### src/hw/mem_sys_pkg.sv
// Shared widths, credit/latency constants, memory opcode enum and port tag type
package mem_sys_pkg;

    // Datapath and addressing
    localparam int data_w = 16;             // Data and byte address width
    localparam int mem_aw = 10;             // Word address bits, 1024 words
    localparam int reg_aw = 4;              // Register number width

    // Arbiter queue and credits
    localparam int num_ports   = 2;                         // Data stage and fetch
    localparam int mem_credits = 2;                         // Queue depth per port
    localparam int credit_w    = $clog2(mem_credits + 1);   // Counter holds 0..mem_credits
    localparam int cq_aw       = $clog2(mem_credits);       // Queue pointer width

    // Memory read pipeline
    localparam int mem_latency = 4;         // Accepted read to rd_valid

    // Instruction queue
    localparam int fetch_queue_depth = 4;
    localparam int fq_aw = $clog2(fetch_queue_depth);       // Slot pointer
    localparam int fq_cw = $clog2(fetch_queue_depth + 1);   // Occupancy count

    // Stack pointer adjust on call and return, in bytes
    localparam int stack_step = 2;

    typedef enum logic {
        op_read  = 1'b0,
        op_write = 1'b1
    } mem_op_e;

    // Tags a request and its response with the requester
    typedef enum logic {
        port_data  = 1'b0,
        port_fetch = 1'b1
    } port_e;

endpackage

### src/hw/mem_req_if.sv
// Requester to arbiter link: request, credit return and response, with both modports
`timescale 1ns/100ps

interface mem_req_if import mem_sys_pkg::*; ();

    // Request side, one cycle per request
    logic              req_valid;
    mem_op_e           req_op;
    logic [data_w-1:0] req_addr;     // Byte address
    logic [data_w-1:0] req_wdata;

    logic              credit_ret;   // Queue slot freed

    // Read response, no back-pressure
    logic              rsp_valid;
    logic [data_w-1:0] rsp_rdata;

    modport requester (
        output req_valid,
        output req_op,
        output req_addr,
        output req_wdata,
        input  credit_ret,
        input  rsp_valid,
        input  rsp_rdata
    );

    modport arbiter (
        input  req_valid,
        input  req_op,
        input  req_addr,
        input  req_wdata,
        output credit_ret,
        output rsp_valid,
        output rsp_rdata
    );

endinterface

### src/hw/mem_arbiter.sv
// Per-port request queues, round-robin grant to memory, credit return, response routing
`timescale 1ns/100ps

module mem_arbiter import mem_sys_pkg::*; (
    input  logic              clk,
    input  logic              arst_n,
    mem_req_if.arbiter        data_bus,
    mem_req_if.arbiter        fetch_bus,

    // To memory
    output logic              mem_valid,
    output mem_op_e           mem_op,
    output logic [data_w-1:0] mem_addr,
    output logic [data_w-1:0] mem_wdata,
    output port_e             mem_port,

    // From memory
    input  logic              rd_valid,
    input  port_e             rd_port,
    input  logic [data_w-1:0] rd_data
);

    logic [num_ports-1:0] push;
    mem_op_e              push_op    [num_ports];
    logic [data_w-1:0]    push_addr  [num_ports];
    logic [data_w-1:0]    push_wdata [num_ports];
    mem_op_e              q_op       [num_ports][mem_credits];
    logic [data_w-1:0]    q_addr     [num_ports][mem_credits];
    logic [data_w-1:0]    q_wdata    [num_ports][mem_credits];
    logic [cq_aw-1:0]     wr_ptr     [num_ports];
    logic [cq_aw-1:0]     rd_ptr     [num_ports];
    logic [credit_w-1:0]  q_count    [num_ports];   // Never above mem_credits
    logic [num_ports-1:0] head_v;
    logic [num_ports-1:0] pop;
    logic                 gnt_valid;
    port_e                gnt_port;
    port_e                rr_last;                  // Last port granted
    logic [num_ports-1:0] rsp_v;
    logic [data_w-1:0]    rsp_data;

    // Links into port-indexed arrays
    always_comb begin
        push[port_data]        = data_bus.req_valid;
        push_op[port_data]     = data_bus.req_op;
        push_addr[port_data]   = data_bus.req_addr;
        push_wdata[port_data]  = data_bus.req_wdata;
        push[port_fetch]       = fetch_bus.req_valid;
        push_op[port_fetch]    = fetch_bus.req_op;
        push_addr[port_fetch]  = fetch_bus.req_addr;
        push_wdata[port_fetch] = fetch_bus.req_wdata;
    end

    // Round robin only matters when both heads wait
    always_comb begin
        for (int p = 0; p < num_ports; p++)
            head_v[p] = (q_count[p] != '0);
        gnt_valid = |head_v;
        if (&head_v)
            gnt_port = (rr_last == port_data) ? port_fetch : port_data;
        else if (head_v[port_fetch])
            gnt_port = port_fetch;
        else
            gnt_port = port_data;
        pop = '0;
        pop[gnt_port] = gnt_valid;
    end

    assign mem_valid = gnt_valid;
    assign mem_op    = q_op[gnt_port][rd_ptr[gnt_port]];
    assign mem_addr  = q_addr[gnt_port][rd_ptr[gnt_port]];
    assign mem_wdata = q_wdata[gnt_port][rd_ptr[gnt_port]];
    assign mem_port  = gnt_port;

    // Slot freed in the grant cycle
    assign data_bus.credit_ret  = pop[port_data];
    assign fetch_bus.credit_ret = pop[port_fetch];

    assign data_bus.rsp_valid  = rsp_v[port_data];
    assign data_bus.rsp_rdata  = rsp_data;
    assign fetch_bus.rsp_valid = rsp_v[port_fetch];
    assign fetch_bus.rsp_rdata = rsp_data;

    always_ff @(posedge clk or negedge arst_n) begin
        if (!arst_n) begin
            for (int p = 0; p < num_ports; p++) begin
                wr_ptr[p]  <= '0;
                rd_ptr[p]  <= '0;
                q_count[p] <= '0;
            end
            rr_last <= port_fetch;    // Data goes first on a tie
            rsp_v   <= '0;
        end else begin
            for (int p = 0; p < num_ports; p++) begin
                wr_ptr[p]  <= wr_ptr[p] + cq_aw'(push[p]);
                rd_ptr[p]  <= rd_ptr[p] + cq_aw'(pop[p]);
                q_count[p] <= q_count[p] + credit_w'(push[p]) - credit_w'(pop[p]);
            end
            if (gnt_valid)
                rr_last <= gnt_port;
            rsp_v <= '0;
            if (rd_valid)
                rsp_v[rd_port] <= 1'b1;    // Steer by tag
        end
    end

    // Queue payload and response data
    always_ff @(posedge clk) begin
        for (int p = 0; p < num_ports; p++) begin
            if (push[p]) begin
                q_op[p][wr_ptr[p]]    <= push_op[p];
                q_addr[p][wr_ptr[p]]  <= push_addr[p];
                q_wdata[p][wr_ptr[p]] <= push_wdata[p];
            end
        end
        if (rd_valid)
            rsp_data <= rd_data;
    end

endmodule

### src/flat_wrapper.sv
// flat-port wrapper written by rule: the top's interface ports become plain ports
module mem_arbiter_flat import mem_sys_pkg::*;
  (clk, arst_n, mem_valid, mem_op, mem_addr, mem_wdata, mem_port, rd_valid, rd_port, rd_data, data_bus_req_valid, data_bus_req_op, data_bus_req_addr, data_bus_req_wdata, data_bus_credit_ret, data_bus_rsp_valid, data_bus_rsp_rdata, fetch_bus_req_valid, fetch_bus_req_op, fetch_bus_req_addr, fetch_bus_req_wdata, fetch_bus_credit_ret, fetch_bus_rsp_valid, fetch_bus_rsp_rdata);
  mem_req_if data_bus_i ();
  mem_req_if fetch_bus_i ();
  input  logic clk;
  input  logic arst_n;
  output logic mem_valid;
  output mem_op_e mem_op;
  output logic [data_w-1:0] mem_addr;
  output logic [data_w-1:0] mem_wdata;
  output port_e mem_port;
  input  logic rd_valid;
  input  port_e rd_port;
  input  logic [data_w-1:0] rd_data;
  input wire logic [$bits(data_bus_i.req_valid)-1:0] data_bus_req_valid;
  input wire logic [$bits(data_bus_i.req_op)-1:0] data_bus_req_op;
  input wire logic [$bits(data_bus_i.req_addr)-1:0] data_bus_req_addr;
  input wire logic [$bits(data_bus_i.req_wdata)-1:0] data_bus_req_wdata;
  output wire logic [$bits(data_bus_i.credit_ret)-1:0] data_bus_credit_ret;
  output wire logic [$bits(data_bus_i.rsp_valid)-1:0] data_bus_rsp_valid;
  output wire logic [$bits(data_bus_i.rsp_rdata)-1:0] data_bus_rsp_rdata;
  input wire logic [$bits(fetch_bus_i.req_valid)-1:0] fetch_bus_req_valid;
  input wire logic [$bits(fetch_bus_i.req_op)-1:0] fetch_bus_req_op;
  input wire logic [$bits(fetch_bus_i.req_addr)-1:0] fetch_bus_req_addr;
  input wire logic [$bits(fetch_bus_i.req_wdata)-1:0] fetch_bus_req_wdata;
  output wire logic [$bits(fetch_bus_i.credit_ret)-1:0] fetch_bus_credit_ret;
  output wire logic [$bits(fetch_bus_i.rsp_valid)-1:0] fetch_bus_rsp_valid;
  output wire logic [$bits(fetch_bus_i.rsp_rdata)-1:0] fetch_bus_rsp_rdata;
  assign data_bus_i.req_valid = data_bus_req_valid;
  assign data_bus_i.req_op = data_bus_req_op;
  assign data_bus_i.req_addr = data_bus_req_addr;
  assign data_bus_i.req_wdata = data_bus_req_wdata;
  assign data_bus_credit_ret = data_bus_i.credit_ret;
  assign data_bus_rsp_valid = data_bus_i.rsp_valid;
  assign data_bus_rsp_rdata = data_bus_i.rsp_rdata;
  assign fetch_bus_i.req_valid = fetch_bus_req_valid;
  assign fetch_bus_i.req_op = fetch_bus_req_op;
  assign fetch_bus_i.req_addr = fetch_bus_req_addr;
  assign fetch_bus_i.req_wdata = fetch_bus_req_wdata;
  assign fetch_bus_credit_ret = fetch_bus_i.credit_ret;
  assign fetch_bus_rsp_valid = fetch_bus_i.rsp_valid;
  assign fetch_bus_rsp_rdata = fetch_bus_i.rsp_rdata;
  mem_arbiter u_core (.clk(clk), .arst_n(arst_n), .data_bus(data_bus_i), .fetch_bus(fetch_bus_i), .mem_valid(mem_valid), .mem_op(mem_op), .mem_addr(mem_addr), .mem_wdata(mem_wdata), .mem_port(mem_port), .rd_valid(rd_valid), .rd_port(rd_port), .rd_data(rd_data));
endmodule
### config.mk
export PLATFORM = sky130hd
export DESIGN_NAME = mem_arbiter_flat
export DESIGN_NICKNAME = d
export VERILOG_FILES = /design/src/hw/mem_sys_pkg.sv /design/src/hw/mem_req_if.sv /design/src/hw/mem_arbiter.sv /design/src/flat_wrapper.sv
export SDC_FILE = /design/constraint.sdc
export NUM_CORES = 1
export LEC_CHECK = 0
export ABC_AREA = 1
export BUFFER_PORTS_ARGS = -buffer_cell sky130_fd_sc_hd__buf_2
export CORE_AREA = 2 2 139 141
export DETAILED_ROUTE_END_ITERATION = 12
export DIE_AREA = 0 0 141 143
export PLACE_DENSITY = 0.66
export SLEW_MARGIN = 20
export SYNTH_ARGS = -nofsm -noshare
export SYNTH_HDL_FRONTEND = slang
export SYNTH_SLANG_ARGS = --single-unit
### constraint.sdc
create_clock -name clk -period 1.7 [get_ports clk]
set_input_delay 0.255 -clock clk [delete_from_list [all_inputs] [get_ports clk]]
set_output_delay 0.255 -clock clk [all_outputs]
set_load 0.02 [all_outputs]
==> reports/qor.log <==
INFO  place          gpl.final_weighted_congestion=0.7035
INFO  flow_run       max_cap_violations=0
INFO  clock_tree     cts_inserted_buffers=17
INFO  detailed_routing final_wirelength=16360microns
INFO  final_layout   final-seq-area=4722squm
INFO  critical_path  critPathKind=reg2out
INFO  clock_tree     htree_levels=4
INFO  sta            max-slew-margin-rel=74.98%
INFO  critical_path  critical_path_required_time=1.44ns
INFO  synth          synth_cell_type_count=20
INFO  final_layout   multi_input_comb_area=1531squm
INFO  power          ir_drop=0.0008276V
INFO  power          totalPowerFinal=20.54mW
INFO  critical_path  crit_path_end_kind=output port
INFO  critical_path  cp.buffers_inverters=3
INFO  power          power.share.switching=39.55%
INFO  critical_path  r2r-start=u_core.rr_last
INFO  detailed_routing avgViaCountPerCell=4.608
INFO  synth          yosys.cell_count.top_type=nand2_1
INFO  critical_path  crit_arrival=1.91ns
INFO  die            floorplan.die.width=141microns
INFO  power          clock_power_share=19.1%
INFO  synth          synthDominantCellAreaShare=69.16%
INFO  global_routing grt_pass1_vias=4582
INFO  synth          synth_top_cell_by_area=edfxtp_1
INFO  power          p_seq_share=26.5%
INFO  synth          async_reset_ff_share=6.918%
INFO  sta            tns=-14.88ns
INFO  global_routing grt_max_degree=34
INFO  critical_path  crit_path_end=mem_addr[8]
INFO  sta            finalHoldViolCount=0
INFO  critical_path  critical_path_peak_fanout=9
INFO  clock_tree     clock_path_buffers=2
INFO  critical_path  slowest_stage=dfrtp_2
INFO  clock_tree     cts_root_buf=clkbuf_16
INFO  final_layout   fillerInstances=1624
INFO  sta            tightest_slew=0.3752ns
INFO  power          power.share.combinational=54.4%
INFO  detailed_routing detailed_route_drc_error_count=0
INFO  clock_tree     cts.reportedPaths.clkPinSlew=0.06ns
INFO  synth          synth.net_count=635
INFO  place          placement_cell_area=7582squm
INFO  synth          netlist_area=6426squm
INFO  sta            rsz0062_at_grt=yes
INFO  detailed_routing first_pass_iters=4
INFO  run_status     violations=setup timing
INFO  clock_tree     tritoncts_num_sinks=159
INFO  critical_path  crit-reg2reg-capture=u_core.q_count[1]
INFO  synth          synthesis.yosys.warnings=0
INFO  critical_path  worst-r2r-setup-slack=0.08ns
INFO  final_layout   layout.cell_area.non_filler=8924squm
INFO  detailed_routing detail_route.wl_per_cell=16.69microns
INFO  synth          synth-seq-area-share=73.46%
INFO  synth          synth.ff_latch_count=159
INFO  detailed_routing drt_first_iter_violations=237
INFO  critical_path  critical-path-top-delay-family=flip-flops
INFO  synth          ys_dominant_reg_cell=edfxtp_1
INFO  sta            clock_skew=0.01076ns
INFO  detailed_routing final_antenna_net_count=0
INFO  power          p_int=12.42mW
INFO  die            ioPinCount=159
INFO  critical_path  cp_cell_sequence=o21ai_4 -> nand2_4 -> buf_12 -> clkbuf_16 -> nand2_1 -> nand2_1 -> nand2_2 -> nand2_2 -> buf_6
INFO  die            floorplan.die.height=143microns
INFO  final_layout   syn2layout_area_growth=38.86%
INFO  clock_tree     cts_tree=done
INFO  synth          syn-instance-count=539
INFO  final_layout   final_layout_size_suffix_gt1_share=35.92%
INFO  sta            report.final.setup_viol=36
INFO  critical_path  critical_path.max_stage_delay=0.44ns
INFO  sta            layout_worst_path_cycle_share=127.5%
INFO  die            initial_utilization=34.59%
INFO  sta            max_freq=461.3MHz
INFO  global_routing grt_antenna_before_repair=2
INFO  final_layout   layout.nets=829
INFO  detailed_routing routed-via-count=4516
INFO  clock_tree     clk_latency=0.42ns
INFO  sta            min_period=2.168ns
INFO  power          static-leakage-power=3.919nW
INFO  synth          synth_enable_flop_cells=148
INFO  final_layout   diodes=0
INFO  synth          synth.cells.most_frequent=269 x nand2_1, 148 x edfxtp_1, 34 x nand3_1
INFO  critical_path  r2r.worst_path.cells=8
INFO  sta            number_of_max_slew_violations_in_the_final_report=0
INFO  run_status     outcome=complete, but fails checks
INFO  power          power.density_cell_area=2302nW/um^2
INFO  global_routing grt_usage=16.82%
INFO  critical_path  worst_setup_path_startpoint=u_core.q_count[3]
INFO  worst_hold_path worstHoldPathType=in2reg
INFO  place          dp.final_hpwl=9603microns
INFO  critical_path  worstSetupStartpointType=flip-flop
INFO  die            die_area=20160squm
INFO  sta            final.setup.worst_slack=-0.4679ns
INFO  critical_path  timing.critical_path.depth=9
INFO  global_routing grt_overflow_total=0
INFO  power          switchingPower=8.125mW
INFO  synth          synthesis.area_per_instance=11.92squm
INFO  sta            fin_hold_ws=0.02347ns
INFO  die            fp.coreArea=18580squm
INFO  place          buffer_ports.inserted=158
INFO  die            floorplan.rows=50
INFO  global_routing grt_first_pass_wirelength=24900microns
INFO  synth          synthTopCellsByArea=edfxtp_1 69%, nand2_1 16%, dfrtp_1 3.9%
## routing by layer
layer  wire length [microns]  vias up  global-route usage [%]
met5                      18        -                       0
met4                     155        4                   4.579
met3                    1020       17                   4.829
met2                    8277      167                   29.68
met1                    6885     2155                   20.24
li1                        -     2173                       -
## power by group through the flow
stage	clock network (mW)	logic [mW]	registers, mW
after floorplan	0	5.36	5.51
after global placement	0	8.46	5.48
after detailed placement	0	8.55	5.50
after CTS	4.01	11.2	5.42
after global routing	4.18	12.1	5.50
final	3.93	11.2	5.44
## layout by cell type (no fill, tap or decap), drive strengths merged, types with 4 or more instances in the layout
master	netlist	layout
nand2	271	271
buf	32	189
edfxtp	148	148
nand3	34	34
dlygate4sd3	0	22
clkbuf	6	22
inv	15	15
dfrtp	10	10
ha	8	8
nor2	6	6
xnor2	4	4
bufinv	0	4
clkinv	0	4
## metrics by stage
| step | utilization [%] | setup slack [ns] | cells |
|---|---|---|---|
| finish | 48.03 | -0.4679 | 980 |
| detailed placement | 40.81 | -0.05598 | 917 |
| floorplan | - | -0.03404 | 539 |
| CTS | 47.80 | -0.4671 | 981 |
| global placement | 40.81 | -0.01477 | 917 |
| global route | 48.03 | -0.5552 | 980 |
## worst register-to-register path: cells and delay by family, from the launching register on
| family | cells | cell delay [ns] |
|---|---|---|
| XOR/XNOR | 1 | 0.12 |
| adder cells (fa/ha/maj) | 2 | 0.44 |
| buffers and inverters | 3 | 0.22 |
| flip-flops | 1 | 0.56 |
| AND/OR/NAND/NOR | 2 | 0.17 |
## state kept, by name, summed over array words and instances (netlist names)
name and flops:
u_core.rr_last 1, u_core.q_op 4, u_core.rd_ptr 2, u_core.data_bus.rsp_rdata 16, u_core.rsp_v 2, u_core.q_wdata 64
u_core.wr_ptr 2, u_core.q_addr 64, u_core.q_count 4
## cells by family (layout without fill, tap and decap cells)
family | after synthesis | count (layout) | share of synthesized area [%]
AND/OR/NAND/NOR | 311 | 311 | 19.18
XOR/XNOR | 5 | 5 | 0.6814
AO/OA/AOI/OAI | 3 | 3 | 0.4090
flip-flops | 159 | 159 | 73.46
adder cells (fa/ha/maj) | 8 | 8 | 1.558
buffers and inverters | 53 | 260 | 4.712
## worst min-delay path by stage
stage / from / endpoint / slack [ns] / depth (start not counted)
2_1_floorplan: arst_n / u_core.q_count[0] / -0.04 / 0
3_3_place_gp: arst_n / u_core.wr_ptr[0] / 0.15 / 1
3_5_place_dp: arst_n / u_core.rsp_v[1] / 0.16 / 1
4_1_cts: fetch_bus_req_wdata[6] / u_core.q_wdata[1][6] / 0.0002 / 1
5_1_grt: fetch_bus_req_addr[14] / u_core.q_addr[1][14] / 0.001 / 1
6_report: data_bus_req_wdata[14] / u_core.q_wdata[0][30] / 0.02 / 1
## repair_timing
action                     CTS  global route
hold endpoints to repair    33             0
pin swaps                    9             6
buffers inserted             6             0
gates resized for setup     95            27
gates cloned                 6             1
hold buffers                22             0
setup endpoints to repair   37            40
## cell type report
class	count	area share, %
Inverter	15	0.7151
Sequential cell	159	52.92
Timing Repair Buffer	213	19.14
Clock buffer	21	4.935
Clock inverter	11	1.851
Multi-Input combinational cell	327	17.16
Tap cell	234	3.281
No activity file was read; power rests on OpenSTA's default activity.
