===== config.mk =====
export PLATFORM = sky130hd
export DESIGN_NAME = mem_stage_flat
export DESIGN_NICKNAME = d
export VERILOG_FILES = /design/src/hw/mem_sys_pkg.sv /design/src/hw/mem_req_if.sv /design/src/hw/mem_stage.sv /design/src/flat_wrapper.sv
export SDC_FILE = /design/constraint.sdc
export NUM_CORES = 1
export LEC_CHECK = 0
export BUFFER_PORTS_ARGS = -buffer_cell sky130_fd_sc_hd__buf_2
export CAP_MARGIN = 5
export CORE_MARGIN = 3
export CORE_UTILIZATION = 42
export CTS_CLUSTER_DIAMETER = 40
export DETAILED_ROUTE_END_ITERATION = 16
export GPL_TIMING_DRIVEN = 0
export MAX_ROUTING_LAYER = met4
export PLACE_DENSITY = 0.74
export SLEW_MARGIN = 15
export SYNTH_ARGS = -nofsm -noshare
export SYNTH_HDL_FRONTEND = slang
export SYNTH_SLANG_ARGS = --single-unit

===== constraint.sdc =====
create_clock -name clk -period 5 [get_ports clk]
set_input_delay 0.75 -clock clk [delete_from_list [all_inputs] [get_ports clk]]
set_output_delay 0.75 -clock clk [all_outputs]
set_load 0.02 [all_outputs]

===== src/hw/mem_sys_pkg.sv =====
// Shared widths, credit/latency constants, memory opcode enum and port tag type
package mem_sys_pkg;

    // Datapath and addressing
    localparam int data_w = 16;             // Data and byte address width
    localparam int mem_aw = 10;             // Word address bits, 1024 words
    localparam int reg_aw = 4;              // Register number width

    // Arbiter queue and credits
    localparam int num_ports   = 2;                         // Data stage and fetch
    localparam int mem_credits = 2;                         // Queue depth per port
    localparam int credit_w    = $clog2(mem_credits + 1);   // Counter holds 0..mem_credits
    localparam int cq_aw       = $clog2(mem_credits);       // Queue pointer width

    // Memory read pipeline
    localparam int mem_latency = 4;         // Accepted read to rd_valid

    // Instruction queue
    localparam int fetch_queue_depth = 4;
    localparam int fq_aw = $clog2(fetch_queue_depth);       // Slot pointer
    localparam int fq_cw = $clog2(fetch_queue_depth + 1);   // Occupancy count

    // Stack pointer adjust on call and return, in bytes
    localparam int stack_step = 2;

    typedef enum logic {
        op_read  = 1'b0,
        op_write = 1'b1
    } mem_op_e;

    // Tags a request and its response with the requester
    typedef enum logic {
        port_data  = 1'b0,
        port_fetch = 1'b1
    } port_e;

endpackage


===== src/hw/mem_req_if.sv =====
// Requester to arbiter link: request, credit return and response, with both modports
`timescale 1ns/100ps

interface mem_req_if import mem_sys_pkg::*; ();

    // Request side, one cycle per request
    logic              req_valid;
    mem_op_e           req_op;
    logic [data_w-1:0] req_addr;     // Byte address
    logic [data_w-1:0] req_wdata;

    logic              credit_ret;   // Queue slot freed

    // Read response, no back-pressure
    logic              rsp_valid;
    logic [data_w-1:0] rsp_rdata;

    modport requester (
        output req_valid,
        output req_op,
        output req_addr,
        output req_wdata,
        input  credit_ret,
        input  rsp_valid,
        input  rsp_rdata
    );

    modport arbiter (
        input  req_valid,
        input  req_op,
        input  req_addr,
        input  req_wdata,
        output credit_ret,
        output rsp_valid,
        output rsp_rdata
    );

endinterface


===== src/hw/mem_stage.sv =====
// Data memory stage: call/return stack adjust, load/store issue, credit counter, writeback register
`timescale 1ns/100ps

module mem_stage import mem_sys_pkg::*; (
    input  logic              clk,
    input  logic              arst_n,

    // From execute
    input  logic              ex_valid,
    output logic              ex_ready,
    input  logic              call,
    input  logic              ret_future,
    input  logic              reg_write,
    input  logic              mem_write,
    input  logic              mem_read,
    input  logic              mem_to_reg,    // Load result goes to register
    input  logic [reg_aw-1:0] reg_rd,        // Destination register
    input  logic [data_w-1:0] alu_result,
    input  logic [data_w-1:0] store_data,    // PC during call

    // To writeback
    output logic              wb_valid,
    output logic              wb_reg_write,
    output logic              wb_ret_future,
    output logic              wb_mem_to_reg,
    output logic [reg_aw-1:0] wb_reg_rd,
    output logic [data_w-1:0] wb_mem_read_data,
    output logic [data_w-1:0] wb_alu_result,

    mem_req_if.requester      bus
);

    logic [data_w-1:0]   alu_fwd;       // Stack adjusted result
    logic [data_w-1:0]   mem_addr;
    logic                is_mem;
    logic                accept;
    logic                issue;
    logic                pend;          // Mem op waiting for a credit
    logic                wait_rsp;      // Load sent, response not yet back
    logic                rsp_take;
    mem_op_e             op_q;
    logic [data_w-1:0]   addr_q;
    logic [data_w-1:0]   wdata_q;
    logic [credit_w-1:0] credit_cnt;

    // SP moves down on call
    assign alu_fwd  = call ? alu_result - data_w'(stack_step) : alu_result;
    // Return address sits one step above SP
    assign mem_addr = ret_future ? alu_result + data_w'(stack_step) : alu_result;

    assign is_mem   = mem_write || mem_read;
    assign ex_ready = !pend && !wait_rsp;    // One op in flight at a time
    assign accept   = ex_valid && ex_ready;
    assign issue    = pend && (credit_cnt != '0);
    assign rsp_take = wait_rsp && bus.rsp_valid;

    // Request driven straight from the held op
    assign bus.req_valid = issue;
    assign bus.req_op    = op_q;
    assign bus.req_addr  = addr_q;
    assign bus.req_wdata = wdata_q;

    always_ff @(posedge clk or negedge arst_n) begin
        if (!arst_n) begin
            pend       <= 1'b0;
            wait_rsp   <= 1'b0;
            wb_valid   <= 1'b0;
            credit_cnt <= credit_w'(mem_credits);
        end else begin
            wb_valid   <= 1'b0;    // Single cycle pulse
            credit_cnt <= credit_cnt - credit_w'(issue) + credit_w'(bus.credit_ret);

            // Non-memory ops retire next cycle
            if (accept) begin
                pend     <= is_mem;
                wb_valid <= !is_mem;
            end

            // Store is posted, load waits for data
            if (issue) begin
                pend     <= 1'b0;
                wait_rsp <= (op_q == op_read);
                wb_valid <= (op_q == op_write);
            end

            if (rsp_take) begin
                wait_rsp <= 1'b0;
                wb_valid <= 1'b1;
            end
        end
    end

    // Writeback fields held while the op waits
    always_ff @(posedge clk) begin
        if (accept) begin
            wb_reg_write  <= reg_write;
            wb_ret_future <= ret_future;
            wb_mem_to_reg <= mem_to_reg;
            wb_reg_rd     <= reg_rd;
            wb_alu_result <= alu_fwd;
            op_q          <= mem_write ? op_write : op_read;   // Write wins if both set
            addr_q        <= mem_addr;
            wdata_q       <= store_data;
        end
        if (rsp_take)
            wb_mem_read_data <= bus.rsp_rdata;
    end

endmodule


===== src/flat_wrapper.sv =====
// flat-port wrapper written by rule: the top's interface ports become plain ports
module mem_stage_flat import mem_sys_pkg::*;
  (clk, arst_n, ex_valid, ex_ready, call, ret_future, reg_write, mem_write, mem_read, mem_to_reg, reg_rd, alu_result, store_data, wb_valid, wb_reg_write, wb_ret_future, wb_mem_to_reg, wb_reg_rd, wb_mem_read_data, wb_alu_result, bus_req_valid, bus_req_op, bus_req_addr, bus_req_wdata, bus_credit_ret, bus_rsp_valid, bus_rsp_rdata);
  mem_req_if bus_i ();
  input  logic clk;
  input  logic arst_n;
  input  logic ex_valid;
  output logic ex_ready;
  input  logic call;
  input  logic ret_future;
  input  logic reg_write;
  input  logic mem_write;
  input  logic mem_read;
  input  logic mem_to_reg;
  input  logic [reg_aw-1:0] reg_rd;
  input  logic [data_w-1:0] alu_result;
  input  logic [data_w-1:0] store_data;
  output logic wb_valid;
  output logic wb_reg_write;
  output logic wb_ret_future;
  output logic wb_mem_to_reg;
  output logic [reg_aw-1:0] wb_reg_rd;
  output logic [data_w-1:0] wb_mem_read_data;
  output logic [data_w-1:0] wb_alu_result;
  output wire logic [$bits(bus_i.req_valid)-1:0] bus_req_valid;
  output wire logic [$bits(bus_i.req_op)-1:0] bus_req_op;
  output wire logic [$bits(bus_i.req_addr)-1:0] bus_req_addr;
  output wire logic [$bits(bus_i.req_wdata)-1:0] bus_req_wdata;
  input wire logic [$bits(bus_i.credit_ret)-1:0] bus_credit_ret;
  input wire logic [$bits(bus_i.rsp_valid)-1:0] bus_rsp_valid;
  input wire logic [$bits(bus_i.rsp_rdata)-1:0] bus_rsp_rdata;
  assign bus_req_valid = bus_i.req_valid;
  assign bus_req_op = bus_i.req_op;
  assign bus_req_addr = bus_i.req_addr;
  assign bus_req_wdata = bus_i.req_wdata;
  assign bus_i.credit_ret = bus_credit_ret;
  assign bus_i.rsp_valid = bus_rsp_valid;
  assign bus_i.rsp_rdata = bus_rsp_rdata;
  mem_stage u_core (.clk(clk), .arst_n(arst_n), .ex_valid(ex_valid), .ex_ready(ex_ready), .call(call), .ret_future(ret_future), .reg_write(reg_write), .mem_write(mem_write), .mem_read(mem_read), .mem_to_reg(mem_to_reg), .reg_rd(reg_rd), .alu_result(alu_result), .store_data(store_data), .wb_valid(wb_valid), .wb_reg_write(wb_reg_write), .wb_ret_future(wb_ret_future), .wb_mem_to_reg(wb_mem_to_reg), .wb_reg_rd(wb_reg_rd), .wb_mem_read_data(wb_mem_read_data), .wb_alu_result(wb_alu_result), .bus(bus_i));
endmodule

==> results.cfg, run 1 <==
[die]
boundaryPins = 138
core-area_um2 = 6830
die_y_um = 90.1
fp.dieW_um = 90.1
dieArea_um2 = 8120
rows = 30
start_util = 0.435

[worst_setup_path]
cp_max_fo = 7
required_ns = 5.08
crit_path_end_kind = flop
worst_setup_path_start_kind = input pin
arrival_ns = 2.38
critical_path_class = input pin to flop

[clock_tree]
cts_tree = yes
cts_htree_levels = 3
holdBufCountCts = 0
post_cts_resized = 0
ctsRootBufferMaster = clkbuf_8
post_cts_buffers = 0
clock_path_buffers = 2
cts_buffers = 9
clk_latency_ns = 0.33
clock_sinks = 76
clkTransAtPathRegs_ns = 0.08

[yosys]
synthArstFlopShare = 0.0658
yosys.area.top_type = edfxtp_1
synth_common_cells = edfxtp_1, nor2_1, xnor2_1, nand2_1, xor2_1
syn_avg_cell_area_um2 = 15.8
synth.most_common_cell = edfxtp_1
syn_area_um2 = 2970
synth_fp_nets = 255
syn-instance-count = 188
synth_top_area_share = 0.718
ys_seq_elements = 76
synth_area_leaders = edfxtp_1, xnor2_1, dfrtp_1
synth_edf_count = 71
synth.distinct_cells = 33
ys_seq_area_frac = 0.760
yosysWarningCount = 0
ys.flop_type = edfxtp_1

[job]
drv_cap = 0

[placed_design]
place_hpwl_mm = 4.96
routabilityCongestion = 0.754
portBuffers = 129

[route]
ant_nets = 0
wl_per_cell_um = 14.7
drtIter0Drc = 62
vias_per_cell = 4.65
wirelength_mm = 6.36
drc_errors = 0
vias = 2009
drt_first_pass_iters = 4

[cells_and_area]
register_area_um2 = 2260
antenna_cells = 0
drive_gt1_frac = 0.467
syn2layout_area_growth_pct = 34.8
fill_cells = 586
fin_nets = 398
multi_input_area_um2 = 654
post-route-util = 0.586

[timing]
fmax_mhz = 436
hold_viol = 0
slew_headroom = 0.524
drv_slew = 0
fin_crit_ns = 2.29
rsz0062_at_grt = no
fin_crit_sh = 0.458
worst_pin_slew_ns = 0.714
setup_viol = 0
tns_ns = 0
skew_ns = 0.00887

[power_and_ir_drop]
p_leak_nw = 1.64
power_density_nw_per_um2 = 463
power.total_mw = 1.86
peakVddDrop_uv = 163

[global_routing]
grt_max_degree = 20
grt_pass1_wl_mm = 10.0
grt_overflow = 0
grtUsageTotal = 0.165
grt_pass1_vias = 1961
antenna_found_initial = 0

[worst_hold_path]
hp-class = input pin to async pin

[outcome]
outcome = finished, final reports clean
==> critical path, stage by stage <==
cell,delay (ns)
buf_2,0.15
or3_1,0.34
clkbuf_2,0.16
or4_4,0.44
or3_4,0.39
xnor2_2,0.14
==> final cells by class <==
class | count | share of cell area
multi-input cells | 97 | 0.163
flip-flops and latches | 76 | 0.564
plain buffers | 10 | 0.0125
clock inverters | 7 | 0.0188
repair buffers | 132 | 0.176
clock buffers | 9 | 0.0309
inverters | 5 | 0.00469
well taps | 96 | 0.0300
==> cell usage in the layout (no fill, tap or decap), types with 2 or more instances in the layout <==
master	instances
o21ai_0	3
nor4_1	4
dfrtp_1	4
nand2_1	13
clkinvlp_4	2
nand3_1	5
clkbuf_8	9
xor2_1	11
a21o_1	2
ha_1	4
nor2_1	17
edfxtp_1	71
nor3_1	3
clkbuf_1	6
inv_1	5
clkinv_4	2
and3_1	2
xnor2_1	16
buf_2	129
nand4_1	4
buf_8	2
==> path summary, 6_finish.rpt <==
check | slack, ns | end | startpoint | cells past startpoint
worst min register to register | 0.50 | u_core.credit_cnt[1] | u_core.credit_cnt[1] | 1
max in group asynchronous | 4.58 | u_core.credit_cnt[1] | arst_n | 1
worst max register to register | 3.29 | u_core.wb_alu_result[7] | u_core.wait_rsp | 3
min in group clk | 0.50 | u_core.credit_cnt[1] | u_core.credit_cnt[1] | 1
worst min-delay path | 0.21 | u_core.wait_rsp | arst_n | 1
worst max-delay path | 2.71 | u_core.wb_alu_result[12] | alu_result[7] | 6
==> where the power goes <==
group | internal, mW | switching [mW] | total, mW
Sequential | 0.862 | 0.0415 | 0.903
Combinational | 0.170 | 0.323 | 0.493
Clock | 0.232 | 0.227 | 0.459
Total | 1.26 | 0.592 | 1.86
==> per-stage QoR <==
step           instances  instance area [um^2]  worst slack [ns]  hold WS, ns
3_3_place_gp         413                  3740             0.671        0.478
6_report             432                  4000              2.71        0.210
2_1_floorplan        188                  2980              1.63        0.454
4_1_cts              432                  4000              2.73        0.199
5_1_grt              432                  4000              2.69        0.184
3_5_place_dp         416                  3800              2.37        0.481
==> cells by family (layout without fill, tap and decap cells) <==
family,after synthesis,in the layout,share of synthesized area
flip-flops,76,76,0.760
AND/OR/NAND/NOR,57,57,0.0977
XOR/XNOR,28,28,0.0851
buffers and inverters,15,163,0.0232
AO/OA/AOI/OAI,8,8,0.0168
adder cells (fa/ha/maj),4,4,0.0168
==> metal layers <==
layer | part of all wire | vias to the layer above | GRT usage
li1 | - | 965 | -
met1 | 0.43 | 944 | 0.197
met2 | 0.49 | 96 | 0.267
met3 | 0.077 | 4 | 0.0510
met4 | 0.0053 | 0 | 0.0574
met5 | 0 | - | -
No activity file was read; power rests on OpenSTA's default activity.
==> run 2: changes to the inputs <==
==> constraint.sdc (replaced) <==
create_clock -name clk -period 2.1 [get_ports clk]
set_input_delay 0.315 -clock clk [delete_from_list [all_inputs] [get_ports clk]]
set_output_delay 0.315 -clock clk [all_outputs]
set_load 0.02 [all_outputs]
==> run 2 against run 1 <==
Routed wire length is 1.9% higher. Clock-buffer cell count is 1 higher. Via count is 1.9% lower. Largest cell class unchanged. Largest power group unchanged. Critical path type unchanged.
==> results.cfg, run 2 (synthesized netlist as in run 1, its figures left out) <==
[placed_design]
placed_cell_area_um2 = 3790
dpl.cell_count = 416
portBuffers = 129
routabilityCongestion = 0.711
place_hpwl_mm = 5.07
dp_slack_ns = -0.0770

[cells_and_area]
syn2layout_area_growth_pct = 35.3
fill_cells = 564
final_common_cell = buf_2
drive_gt1_frac = 0.463
post-route-util = 0.588
postLayoutCellArea_um2 = 4020
final_cell_mix = buf_2, edfxtp_1, nor2_1
fin_nets = 399
fin_cells = 433
register_area_um2 = 2260
antenna_cells = 0
multi_input_area_um2 = 654

[power_and_ir_drop]
swShare = 0.309
power.total_mw = 4.50
pwr-share-comb = 0.257
p_switching_mw = 1.39
peakVddDrop_uv = 368
power_density_nw_per_um2 = 1120
p_leak_nw = 1.65
internal_power_mw = 3.11
seq_power_share = 0.479
clockPowerShare = 0.264

[worst_setup_path]
rr_endpoint = u_core.wb_alu_result[1]
worst_setup_path_start_kind = input pin
cp_slowest_stage_delay_ns = 0.44
required_ns = 2.20
r2r_cells = 3
arrival_ns = 1.93
r2r_start = u_core.pend
r2r_setup_slack_ns = 0.28
crit_path_end_kind = flop
cp_max_fo = 7
crit_slowest_cell = or4_4
critPathLaunch = alu_result[7]
path_cells = buf_2, or3_1, clkbuf_2, or4_4, or3_4, xnor2_2
critical_path_class = input pin to flop

[timing]
skew_ns = 0.00615
rsz0062_at_grt = no
worst_pin_slew_ns = 0.747
holdWs_ns = 0.149
fin_crit_ns = 1.83
tns_ns = 0
setup_viol = 0
drv_slew = 0
hold_viol = 0
slew_headroom = 0.502
worst_slack_ns = 0.268
fmax_mhz = 546
fin_crit_sh = 0.872

[global_routing]
grt_pass1_vias = 1980
antenna_found_initial = 0
grt_pass1_wl_mm = 10.4
grtUsageTotal = 0.172
grt_max_degree = 19
grt_overflow = 0

[outcome]
outcome = finished, final reports clean

[clock_tree]
cts_buffers = 9
clkTransAtPathRegs_ns = 0.08
clk_latency_ns = 0.33
cts_tree = yes
clock_path_buffers = 2
clock_sinks = 76
cts_htree_levels = 3
ctsRootBufferMaster = clkbuf_8
post_cts_resized = 0

[route]
drt_first_pass_iters = 4
vias_per_cell = 4.55
vias = 1970
ant_nets = 0
drc_errors = 0
wl_per_cell_um = 15.0
wirelength_mm = 6.48
drtIter0Drc = 63

[die]
start_util = 0.435
dieArea_um2 = 8120
fp.dieW_um = 90.1
boundaryPins = 138
die_y_um = 90.1
rows = 30
core-area_um2 = 6830

[job]
drv_cap = 0

[worst_hold_path]
hold_depth = 1
hp-class = input pin to flop
holdCritStartpoint = store_data[11]
holdPathEnd = u_core.bus.req_wdata[11]
[run 2: cell count changes in the layout (fill, tap and decap cells not counted)]
| cell | before | now |
|---|---|---|
| buf_16 | 1 | 0 |
| clkinvlp_4 | 2 | 1 |
| dlygate4sd3_1 | 0 | 1 |
| buf_8 | 2 | 3 |
| bufinv_16 | 1 | 2 |
| clkbuf_1 | 6 | 7 |
| inv_6 | 1 | 0 |
[run 2: power by group through the flow]
stage	clock (mW)	combinational (mW)	sequential, mW
after floorplan	0	0.369	2.52
after global placement	0	1.09	2.20
after detailed placement	0	1.18	2.19
after CTS	1.22	1.18	2.16
after global routing	1.29	1.25	2.19
final	1.19	1.16	2.16
[run 2: metal layers]
metal	track usage	vias to the layer above	routed length, um
met1	0.193	908	2620
met3	0.0611	8	588
met5	-	-	0
met4	0.0765	0	71
li1	-	961	-
met2	0.278	93	3200
[run 2: worst max-delay path by stage]
| stage | end | slack (ns) | cells past startpoint |
|---|---|---|---|
| global placement | u_core.wb_alu_result[2] | -0.76 | 1 |
| CTS | u_core.bus.req_wdata[0] | 0.23 | 3 |
| detailed placement | u_core.wb_alu_result[12] | -0.08 | 6 |
| finish | u_core.wb_alu_result[12] | 0.27 | 6 |
| floorplan | u_core.bus.req_addr[0] | -0.23 | 1 |
| global route | u_core.bus.req_wdata[0] | 0.15 | 3 |
[run 2: critical path: cells and delay by family]
| kind | cells | cell delay, ns |
|---|---|---|
| simple gates | 3 | 1.17 |
| buf+inv | 2 | 0.30 |
| xor+xnor | 1 | 0.13 |
[run 2: cell type report]
cell class / instances / area share
Clock buffer: 10 / 0.0318
Sequential cell: 76 / 0.562
Buffer: 10 / 0.0125
Inverter: 5 / 0.00467
Clock inverter: 6 / 0.0221
Tap cell: 96 / 0.0299
Multi-Input combinational cell: 97 / 0.163
Timing Repair Buffer: 133 / 0.174
[run 2: what timing repair did]
action / CTS / global route
setup buffers: 0 / 0
hold buffers: 1 / 0
hold endpoints to repair: 5 / 0
