**config.mk**
```make
export PLATFORM = sky130hd
export DESIGN_NAME = fetch_unit_flat
export DESIGN_NICKNAME = d
export VERILOG_FILES = /design/src/hw/mem_sys_pkg.sv /design/src/hw/mem_req_if.sv /design/src/hw/fetch_unit.sv /design/src/flat_wrapper.sv
export SDC_FILE = /design/constraint.sdc
export NUM_CORES = 1
export LEC_CHECK = 0
export ABC_AREA = 1
export BUFFER_PORTS_ARGS = -buffer_cell sky130_fd_sc_hd__buf_4
export CAP_MARGIN = 5
export CORE_AREA = 2 2 153 95
export DETAILED_ROUTE_END_ITERATION = 16
export DIE_AREA = 0 0 155 97
export PLACE_DENSITY = 0.78
export SYNTH_ARGS = -nofsm -noshare
export SYNTH_HDL_FRONTEND = slang
export SYNTH_SLANG_ARGS = --single-unit
export TNS_END_PERCENT = 10
```
**constraint.sdc**
```tcl
create_clock -name clk -period 4 [get_ports clk]
set_clock_uncertainty 0.15 [all_clocks]
set_input_delay 0.2 -clock clk [delete_from_list [all_inputs] [get_ports clk]]
set_output_delay 0.2 -clock clk [all_outputs]
set_load 0.005 [all_outputs]
```
**src/hw/mem_sys_pkg.sv**
```systemverilog
// Shared widths, credit/latency constants, memory opcode enum and port tag type
package mem_sys_pkg;

    // Datapath and addressing
    localparam int data_w = 16;             // Data and byte address width
    localparam int mem_aw = 10;             // Word address bits, 1024 words
    localparam int reg_aw = 4;              // Register number width

    // Arbiter queue and credits
    localparam int num_ports   = 2;                         // Data stage and fetch
    localparam int mem_credits = 2;                         // Queue depth per port
    localparam int credit_w    = $clog2(mem_credits + 1);   // Counter holds 0..mem_credits
    localparam int cq_aw       = $clog2(mem_credits);       // Queue pointer width

    // Memory read pipeline
    localparam int mem_latency = 4;         // Accepted read to rd_valid

    // Instruction queue
    localparam int fetch_queue_depth = 4;
    localparam int fq_aw = $clog2(fetch_queue_depth);       // Slot pointer
    localparam int fq_cw = $clog2(fetch_queue_depth + 1);   // Occupancy count

    // Stack pointer adjust on call and return, in bytes
    localparam int stack_step = 2;

    typedef enum logic {
        op_read  = 1'b0,
        op_write = 1'b1
    } mem_op_e;

    // Tags a request and its response with the requester
    typedef enum logic {
        port_data  = 1'b0,
        port_fetch = 1'b1
    } port_e;

endpackage

```
**src/hw/mem_req_if.sv**
```systemverilog
// Requester to arbiter link: request, credit return and response, with both modports
`timescale 1ns/100ps

interface mem_req_if import mem_sys_pkg::*; ();

    // Request side, one cycle per request
    logic              req_valid;
    mem_op_e           req_op;
    logic [data_w-1:0] req_addr;     // Byte address
    logic [data_w-1:0] req_wdata;

    logic              credit_ret;   // Queue slot freed

    // Read response, no back-pressure
    logic              rsp_valid;
    logic [data_w-1:0] rsp_rdata;

    modport requester (
        output req_valid,
        output req_op,
        output req_addr,
        output req_wdata,
        input  credit_ret,
        input  rsp_valid,
        input  rsp_rdata
    );

    modport arbiter (
        input  req_valid,
        input  req_op,
        input  req_addr,
        input  req_wdata,
        output credit_ret,
        output rsp_valid,
        output rsp_rdata
    );

endinterface

```
**src/hw/fetch_unit.sv**
```systemverilog
// Sequential instruction fetch: PC, credit counter, outstanding reads and instruction queue
`timescale 1ns/100ps

module fetch_unit import mem_sys_pkg::*; (
    input  logic              clk,
    input  logic              arst_n,
    input  logic              fetch_en,
    input  logic              pc_load,
    input  logic [data_w-1:0] pc_load_value,
    output logic              instr_valid,
    output logic [data_w-1:0] instr,
    output logic [data_w-1:0] instr_pc,
    input  logic              instr_ready,
    mem_req_if.requester      bus
);

    logic [data_w-1:0]   pc;
    logic [credit_w-1:0] credit_cnt;
    logic [fq_cw-1:0]    outstanding;   // Reads sent, no data yet
    logic [fq_cw-1:0]    q_count;       // Filled slots
    logic [fq_aw-1:0]    iss_ptr;       // Slot reserved by next read
    logic [fq_aw-1:0]    fill_ptr;      // Slot for next response
    logic [fq_aw-1:0]    rd_ptr;        // Queue head
    logic [data_w-1:0]   q_pc    [fetch_queue_depth];
    logic [data_w-1:0]   q_instr [fetch_queue_depth];
    logic                issue;
    logic                pop;

    // Slot reserved per read so a response always has a home
    assign issue = fetch_en && (credit_cnt != '0)
                && ((q_count + outstanding) < fq_cw'(fetch_queue_depth));
    assign pop   = instr_valid && instr_ready;

    assign bus.req_valid = issue;
    assign bus.req_op    = op_read;
    assign bus.req_addr  = pc;
    assign bus.req_wdata = '0;    // Fetch never writes

    assign instr_valid = (q_count != '0);
    assign instr       = q_instr[rd_ptr];
    assign instr_pc    = q_pc[rd_ptr];

    always_ff @(posedge clk or negedge arst_n) begin
        if (!arst_n) begin
            pc          <= '0;
            credit_cnt  <= credit_w'(mem_credits);
            outstanding <= '0;
            q_count     <= '0;
            iss_ptr     <= '0;
            fill_ptr    <= '0;
            rd_ptr      <= '0;
        end else begin
            if (!fetch_en && pc_load)
                pc <= pc_load_value;
            else if (issue)
                pc <= pc + data_w'(2);    // Next word
            credit_cnt  <= credit_cnt - credit_w'(issue) + credit_w'(bus.credit_ret);
            outstanding <= outstanding + fq_cw'(issue) - fq_cw'(bus.rsp_valid);
            q_count     <= q_count + fq_cw'(bus.rsp_valid) - fq_cw'(pop);
            iss_ptr     <= iss_ptr + fq_aw'(issue);    // Depth is a power of two
            fill_ptr    <= fill_ptr + fq_aw'(bus.rsp_valid);
            rd_ptr      <= rd_ptr + fq_aw'(pop);
        end
    end

    // PC logged at issue, data paired on in-order return
    always_ff @(posedge clk) begin
        if (issue)
            q_pc[iss_ptr] <= pc;
        if (bus.rsp_valid)
            q_instr[fill_ptr] <= bus.rsp_rdata;
    end

endmodule

```
**src/flat_wrapper.sv**
```systemverilog
// flat-port wrapper written by rule: the top's interface ports become plain ports
module fetch_unit_flat import mem_sys_pkg::*;
  (clk, arst_n, fetch_en, pc_load, pc_load_value, instr_valid, instr, instr_pc, instr_ready, bus_req_valid, bus_req_op, bus_req_addr, bus_req_wdata, bus_credit_ret, bus_rsp_valid, bus_rsp_rdata);
  mem_req_if bus_i ();
  input  logic clk;
  input  logic arst_n;
  input  logic fetch_en;
  input  logic pc_load;
  input  logic [data_w-1:0] pc_load_value;
  output logic instr_valid;
  output logic [data_w-1:0] instr;
  output logic [data_w-1:0] instr_pc;
  input  logic instr_ready;
  output wire logic [$bits(bus_i.req_valid)-1:0] bus_req_valid;
  output wire logic [$bits(bus_i.req_op)-1:0] bus_req_op;
  output wire logic [$bits(bus_i.req_addr)-1:0] bus_req_addr;
  output wire logic [$bits(bus_i.req_wdata)-1:0] bus_req_wdata;
  input wire logic [$bits(bus_i.credit_ret)-1:0] bus_credit_ret;
  input wire logic [$bits(bus_i.rsp_valid)-1:0] bus_rsp_valid;
  input wire logic [$bits(bus_i.rsp_rdata)-1:0] bus_rsp_rdata;
  assign bus_req_valid = bus_i.req_valid;
  assign bus_req_op = bus_i.req_op;
  assign bus_req_addr = bus_i.req_addr;
  assign bus_req_wdata = bus_i.req_wdata;
  assign bus_i.credit_ret = bus_credit_ret;
  assign bus_i.rsp_valid = bus_rsp_valid;
  assign bus_i.rsp_rdata = bus_rsp_rdata;
  fetch_unit u_core (.clk(clk), .arst_n(arst_n), .fetch_en(fetch_en), .pc_load(pc_load), .pc_load_value(pc_load_value), .instr_valid(instr_valid), .instr(instr), .instr_pc(instr_pc), .instr_ready(instr_ready), .bus(bus_i));
endmodule
```
==> results of run 1 <==
==> worst min-delay path, delay by kind of cell <==
kind                   cells  cell delay [ns]
and+or+nand+nor            3             0.27
buffers and inverters      1             0.08
==> metal layers <==
metal / GRT usage (%) / wire length, um / vias up
li1: - / - / 2234
met2: 33.5 / 7050 / 200
met5: 0 / 0 / -
met3: 6.50 / 1220 / 14
met1: 28.1 / 6580 / 2293
met4: 5.70 / 132 / 0
==> final cells by class <==
cell class	count	area, um^2
inverters	33	124
flip-flops and latches	158	4600
well taps	175	219
multi-input cells	355	1870
clock buffers	17	425
repair buffers	132	1070
fillers	985	5030
clock inverters	15	174
==> cells by family after synthesis <==
family,share of synthesized area (%)
buf+inv,5.64
simple gates,12.9
fa+ha+maj,2.64
other cells,0.0556
flops,68.2
compound gates,8.82
xor+xnor,1.82
==> synthesized netlist by cell type <==
cell | n | area [um^2]
o21ai_0 | 67 | 335
xnor2_1 | 7 | 61.3
nand2_4 | 1 | 11.3
clkinv_1 | 1 | 3.75
buf_4 | 17 | 128
dfstp_2 | 1 | 26.3
a21boi_0 | 1 | 7.51
edfxtp_1 | 128 | 3840
inv_1 | 32 | 120
o21bai_1 | 1 | 7.51
nand3_4 | 1 | 17.5
conb_1 | 1 | 3.75
nor3_1 | 9 | 45.0
a31oi_1 | 1 | 6.26
dfrtp_1 | 29 | 726
nand3_1 | 30 | 150
nand2_2 | 1 | 6.26
buf_1 | 1 | 3.75
o21ai_1 | 4 | 20.0
o22ai_1 | 32 | 200
nor2_2 | 3 | 18.8
nand4_1 | 5 | 31.3
fa_1 | 2 | 40.0
a21oi_2 | 1 | 8.76
nand2_1 | 70 | 263
o21ai_2 | 1 | 8.76
buf_2 | 7 | 35.0
xor2_1 | 7 | 61.3
nor2_1 | 78 | 293
or2_2 | 5 | 31.3
ha_1 | 11 | 138
clkbuf_1 | 15 | 56.3
buf_6 | 3 | 33.8
==> worst min-delay path by stage <==
stage	start	end	slack, ns	cells past startpoint
5_1_grt	pc_load_value[10]	u_core.bus.req_addr[10]	0.02	4
2_1_floorplan	arst_n	u_core.bus.req_addr[0]	-0.25	0
6_report	pc_load_value[10]	u_core.bus.req_addr[10]	0.02	4
3_5_place_dp	arst_n	u_core.bus.req_addr[8]	0.009	1
4_1_cts	pc_load_value[10]	u_core.bus.req_addr[10]	0.002	4
3_3_place_gp	arst_n	u_core.bus.req_addr[5]	-0.002	1
==> power groups by stage <==
stage	clock (mW)	sequential, mW	combinational [mW]
after floorplan	0	2.55	1.35
after global placement	0	2.63	2.19
after detailed placement	0	2.66	2.27
after CTS	1.63	2.63	2.32
after global routing	1.70	2.69	2.58
final	1.60	2.64	2.30
==> flip-flops by register name, summed over array words and instances (netlist names) <==
signal	count
u_core.q_pc	64
u_core.q_instr	64
u_core.fill_ptr	2
u_core.rd_ptr	2
u_core.q_count	3
u_core.bus.req_addr	16
u_core.outstanding	3
u_core.credit_cnt	2
u_core.iss_ptr	2
==> stage by stage <==
step	instances	area (um^2)	hold WS (ns)	utilization (%)	power (mW)
4_1_cts	885	8480	0.00161	62.8	6.59
2_1_floorplan	589	6800	-0.246	-	3.90
3_5_place_dp	821	7560	0.00874	56.0	4.93
3_3_place_gp	821	7560	-0.00224	56.0	4.82
6_report	885	8480	0.0170	62.8	6.54
5_1_grt	885	8480	0.0233	62.8	6.97
==> timing repair <==
item,4_1_cts,5_1_grt
hold buffers,32,0
gates resized for setup,0,0
endpoints found under the hold margin,111,0
==> impl_metrics.tcl, run 1 <==
set metrics [dict create \
    clock_latency_ns 0.42 \
    ys_seq_area_share_pct 68.2 \
    cp_cell_sequence "ha_1 -> nand3_1 -> nand2_1 -> inv_1 -> nand2_1 -> nand3_4 -> ha_1 -> inv_1 -> ha_1 -> inv_1 -> fa_1 -> inv_1" \
    worst_slack_ns 1.37 \
    fmax_ghz 0.380 \
    cts_buffer_depth 2 \
    gp_congestion 0.867 \
    routed_via_density 5.36 \
    p_int_mw 4.16 \
    path_class "flop to flop" \
    final_cell_mix "edfxtp_1, buf_4, nor2_1" \
    crit_buf_inv 4 \
    crit_end "u_core.outstanding[1]" \
    cpMostUsedCell "inv_1" \
    fin_crit_sh_pct 65.9 \
    synth_cells 573 \
    startpoint "u_core.q_count[1]" \
    synth_seq_cells 158 \
    hpwl_um 9370 \
    r2r_start "u_core.q_count[1]" \
    rsz0062_at_grt "no" \
    die_w_um 155 \
    clockPowerShare_pct 24.5 \
    final_nets 749 \
    r2r_slack_ns 1.37 \
    tightest_slew_ns 0.982 \
    crit_path_end_kind "flop" \
    switching_share_pct 36.4 \
    cts_buffers 17 \
    r2r_cells 12 \
    clk_pin_slew_ns 0.07 \
    avgRoutedWirePerCell_um 16.9 \
    p_switching_mw 2.38 \
    start_kind "flop" \
    die_h_um 97 \
    drc_errors 0 \
    hp-class "input port to flop" \
    pwr-share-comb_pct 35.1 \
    h-tree-depth 4 \
    ys_types 33 \
    syn-mean-instance-area_um2 11.8 \
    yosys_warnings 0 \
    grt_antenna_before_repair 0 \
    netlist_area_um2 6740 \
    antenna_cells 0 \
    drtPass1Iterations 5 \
    required_ns 4.16 \
    maxCapViolations 0 \
    grt_pass1_vias 4705 \
    cts_setup_buffers 0 \
    drt_iter0_drc 433 \
    placementRows 33 \
    finalHoldViolCount 0 \
    irDropWorstVdd_mv 0.367 \
    critPathSlowestCell "fa_1" \
    power_density_nw_per_um2 772 \
    num_vias 4741 \
    slew_headroom_pct 34.5 \
    grt_pass1_wl_um 24200 \
    slowest_delay_ns 0.48 \
    grt_max_degree 66 \
    start_util_pct 49.9 \
    drive_gt1_share_pct 21.8 \
    ant_nets 0 \
    pre_cts_slack_ns 1.39 \
    clockRootBuffer "clkbuf_16" \
    outcome "complete, no violations" \
    min_period_ns 2.64 \
    wirelength_um 15000 \
    place.port_buffers 88 \
    tritoncts "done" \
    crit_arrival_ns 2.80 \
    r2r-end "u_core.outstanding[1]" \
    final-max-slew-violation-count 0 \
    finalSetupViolations 0 \
    cts_sinks 158 \
    setup_tns_ns 0 \
    die_area_um2 15000 \
    critPathMaxFanout 17 \
    crit_cells 12 \
    critical-path-top-delay-family "adder cells" \
    io_pins 106 \
    power_leakage_nw 3.36 \
    seq_power_share_pct 40.4 \
    final_common_cell "edfxtp_1" \
    track_usage_pct 21.0 \
    area_delta_synth_final_pct 25.7 \
    grt_overflow 0 \
    fp.coreArea_um2 13500 \
]
Note: power is estimated with default switching activity, not from simulation.
==> run 2, diff against run 1 <==
Settings changed: ABC_AREA 1 to 0, CORE_AREA 2 2 153 95 to 2 2 150 94, DIE_AREA 0 0 155 97 to 0 0 152 96.
Clock period 4 ns to 2.6 ns, I/O delays scaled along.
==> run 2 against run 1 <==
Sequential cell count stayed put. Highest routed layer unchanged. Sequential share of layout area grew 0.29 points. Largest power group unchanged. Via count shrank 21%. Power is 45% higher. Critical endpoint is now u_core.outstanding[2]. First-iteration DRC count decreased by 41%. Wire length fell by 13%. Worst setup slack got worse by 1.3 ns.
==> impl_metrics.tcl, run 2 <==
set metrics [dict create \
    yosysMostFrequentCell "edfxtp_1" \
    synth_seq_cells 158 \
    clock_latency_ns 0.41 \
    critPathMaxFanout 2 \
    power_leakage_nw 3.11 \
    fin_total_pwr_mw 9.50 \
    synth_cells 362 \
    die_h_um 96 \
    cts_buffers 17 \
    slew_headroom_pct 31.6 \
    die_area_um2 14600 \
    grt_overflow 0 \
    critical-path-top-delay-family "adder cells" \
    drtPass1Iterations 5 \
    irDropWorstVdd_mv 0.663 \
    yosys_warnings 0 \
    fin_crit_sh_pct 99.0 \
    fmax_ghz 0.389 \
    outcome "complete, no violations" \
    die_w_um 152 \
    track_usage_pct 18.7 \
    netlist_area_um2 6470 \
    cp_cell_sequence "ha_4 -> a31oi_4 -> xor2_4 -> nand2b_4 -> ha_4 -> inv_2 -> ha_4 -> inv_2 -> fa_2 -> xnor2_2 -> xnor2_1" \
    tightest_slew_ns 1.03 \
    crit_buf_inv 2 \
    rsz0062_at_grt "yes" \
    antenna_cells 0 \
    hp-class "input port to async pin" \
    finalNonFillerCells 700 \
    wirelength_um 13100 \
    start_kind "flop" \
    clockRootBuffer "clkbuf_16" \
    hpwl_um 8240 \
    cpMostUsedCell "ha_4" \
    holdWs_ns 0.0343 \
    critPathSlowestCell "dfrtp_1" \
    synth-edff-count 128 \
    clk_pin_slew_ns 0.06 \
    cts_buffer_depth 2 \
    grt_antenna_before_repair 0 \
    final_cell_mix "edfxtp_1, buf_4, dlygate4sd3_1" \
    tritoncts "done" \
    final-max-slew-violation-count 0 \
    area_delta_synth_final_pct 30.2 \
    ant_nets 0 \
    final_area_um2 8430 \
    synthTopCellsByArea "edfxtp_1, dfrtp_1, mux4_2, ha_1, buf_4" \
    power_density_nw_per_um2 1130 \
    place.port_buffers 88 \
    drt_iter0_drc 255 \
    min_period_ns 2.57 \
    num_vias 3757 \
    final_common_cell "edfxtp_1" \
    routed_via_density 5.37 \
    placementRows 33 \
    fillers 891 \
    pre_cts_slack_ns -0.0152 \
    start_util_pct 48.9 \
    synth_area_leader_cell "edfxtp_1" \
    synth-async-reset-ratio_pct 19.0 \
    ys_types 39 \
    io_pins 106 \
    finalSetupViolations 0 \
    finalHoldViolCount 0 \
    grt_pass1_wl_um 20300 \
    ys_seq_area_share_pct 71.0 \
    grt_max_degree 31 \
    drive_gt1_share_pct 35.8 \
    maxCapViolations 0 \
    required_ns 2.78 \
    place_area_um2 7420 \
    avgRoutedWirePerCell_um 18.7 \
    path_class "flop to flop" \
    grt_pass1_vias 3843 \
    gp_congestion 0.813 \
    final_nets 564 \
    slowest_delay_ns 0.41 \
    crit_arrival_ns 2.76 \
    syn-mean-instance-area_um2 17.9 \
    place_inst 625 \
    drc_errors 0 \
    cts_sinks 158 \
    synth_common_cells "edfxtp_1, mux4_2, dfrtp_1" \
    ys.flop_type "edfxtp_1" \
    h-tree-depth 4 \
    yosysTopAreaCellShare_pct 59.4 \
    worst_slack_ns 0.0261 \
    crit_path_end_kind "flop" \
    fp.coreArea_um2 13300 \
]
-- run 2: changes by cell type in the layout (fill, tap and decap cells not counted), sizes merged, moves of 13 or more --
cell	before	now
o22ai	32	0
nand2	72	9
a31oi	1	14
o21ai	72	3
nand3	31	6
nor2	81	14
mux4	0	32
inv	39	16
-- run 2: timing repair --
action,CTS,global route
gates cloned,0,0
hold buffers,39,0
setup buffers,1,2
gates resized for setup,3,8
hold endpoints to repair,116,0
endpoints found under the setup margin,1,2
pin swaps,2,5
-- run 2: final cells by class --
type	instances	area, um^2	share of cell area (%)
well taps	175	219	2.60
clock inverters	14	93.8	1.11
flip-flops and latches	158	4600	54.5
inverters	14	52.6	0.623
multi-input cells	173	1790	21.3
clock buffers	18	429	5.09
repair buffers	148	1250	14.8
-- run 2: stage by stage --
stage,utilization [%],TNS [ns]
after floorplan,-,-0.995
after global placement,56.0,0
after detailed placement,56.0,-0.0152
after CTS,63.2,-0.0265
after global routing,63.6,-0.0934
final,63.6,0
-- run 2: final timing paths --
path                                            start                endpoint  slack (ns)  cells past startpoint
worst max-delay path                u_core.q_count[1]   u_core.outstanding[2]        0.03                     11
worst min-delay path                           arst_n  u_core.bus.req_addr[4]        0.03                      2
worst max register to register      u_core.q_count[1]   u_core.outstanding[2]        0.03                     11
worst min register to register  u_core.outstanding[2]   u_core.outstanding[2]        0.38                      1
max in group asynchronous                      arst_n    u_core.credit_cnt[1]        1.95                      2
min in group clk                             fetch_en  u_core.bus.req_addr[1]        0.07                      4
-- run 2: power breakdown --
| part | total (mW) | leakage, nW | switching (mW) | internal [mW] |
|---|---|---|---|---|
| clock | 2.18 | 0.243 | 0.970 | 1.21 |
| combinational | 3.50 | 1.36 | 1.68 | 1.82 |
| sequential | 3.81 | 1.50 | 0.364 | 3.45 |
-- run 2: routing by layer --
metal	GRT usage [%]	up-vias	part of all wire, %
met3	4.59	16	5.4
li1	-	1709	-
met5	0	-	0
met4	7.48	0	1.2
met2	30.1	115	48
met1	25.3	1917	45
-- run 2: cells by family after synthesis --
kind of cell	synth area share [%]
flip-flops	71.0
AND/OR/NAND/NOR	5.76
buffers and inverters	4.04
AO/OA/AOI/OAI	3.69
multiplexers	11.1
adder cells (fa/ha/maj)	2.74
XOR/XNOR	1.60
other	0.0579
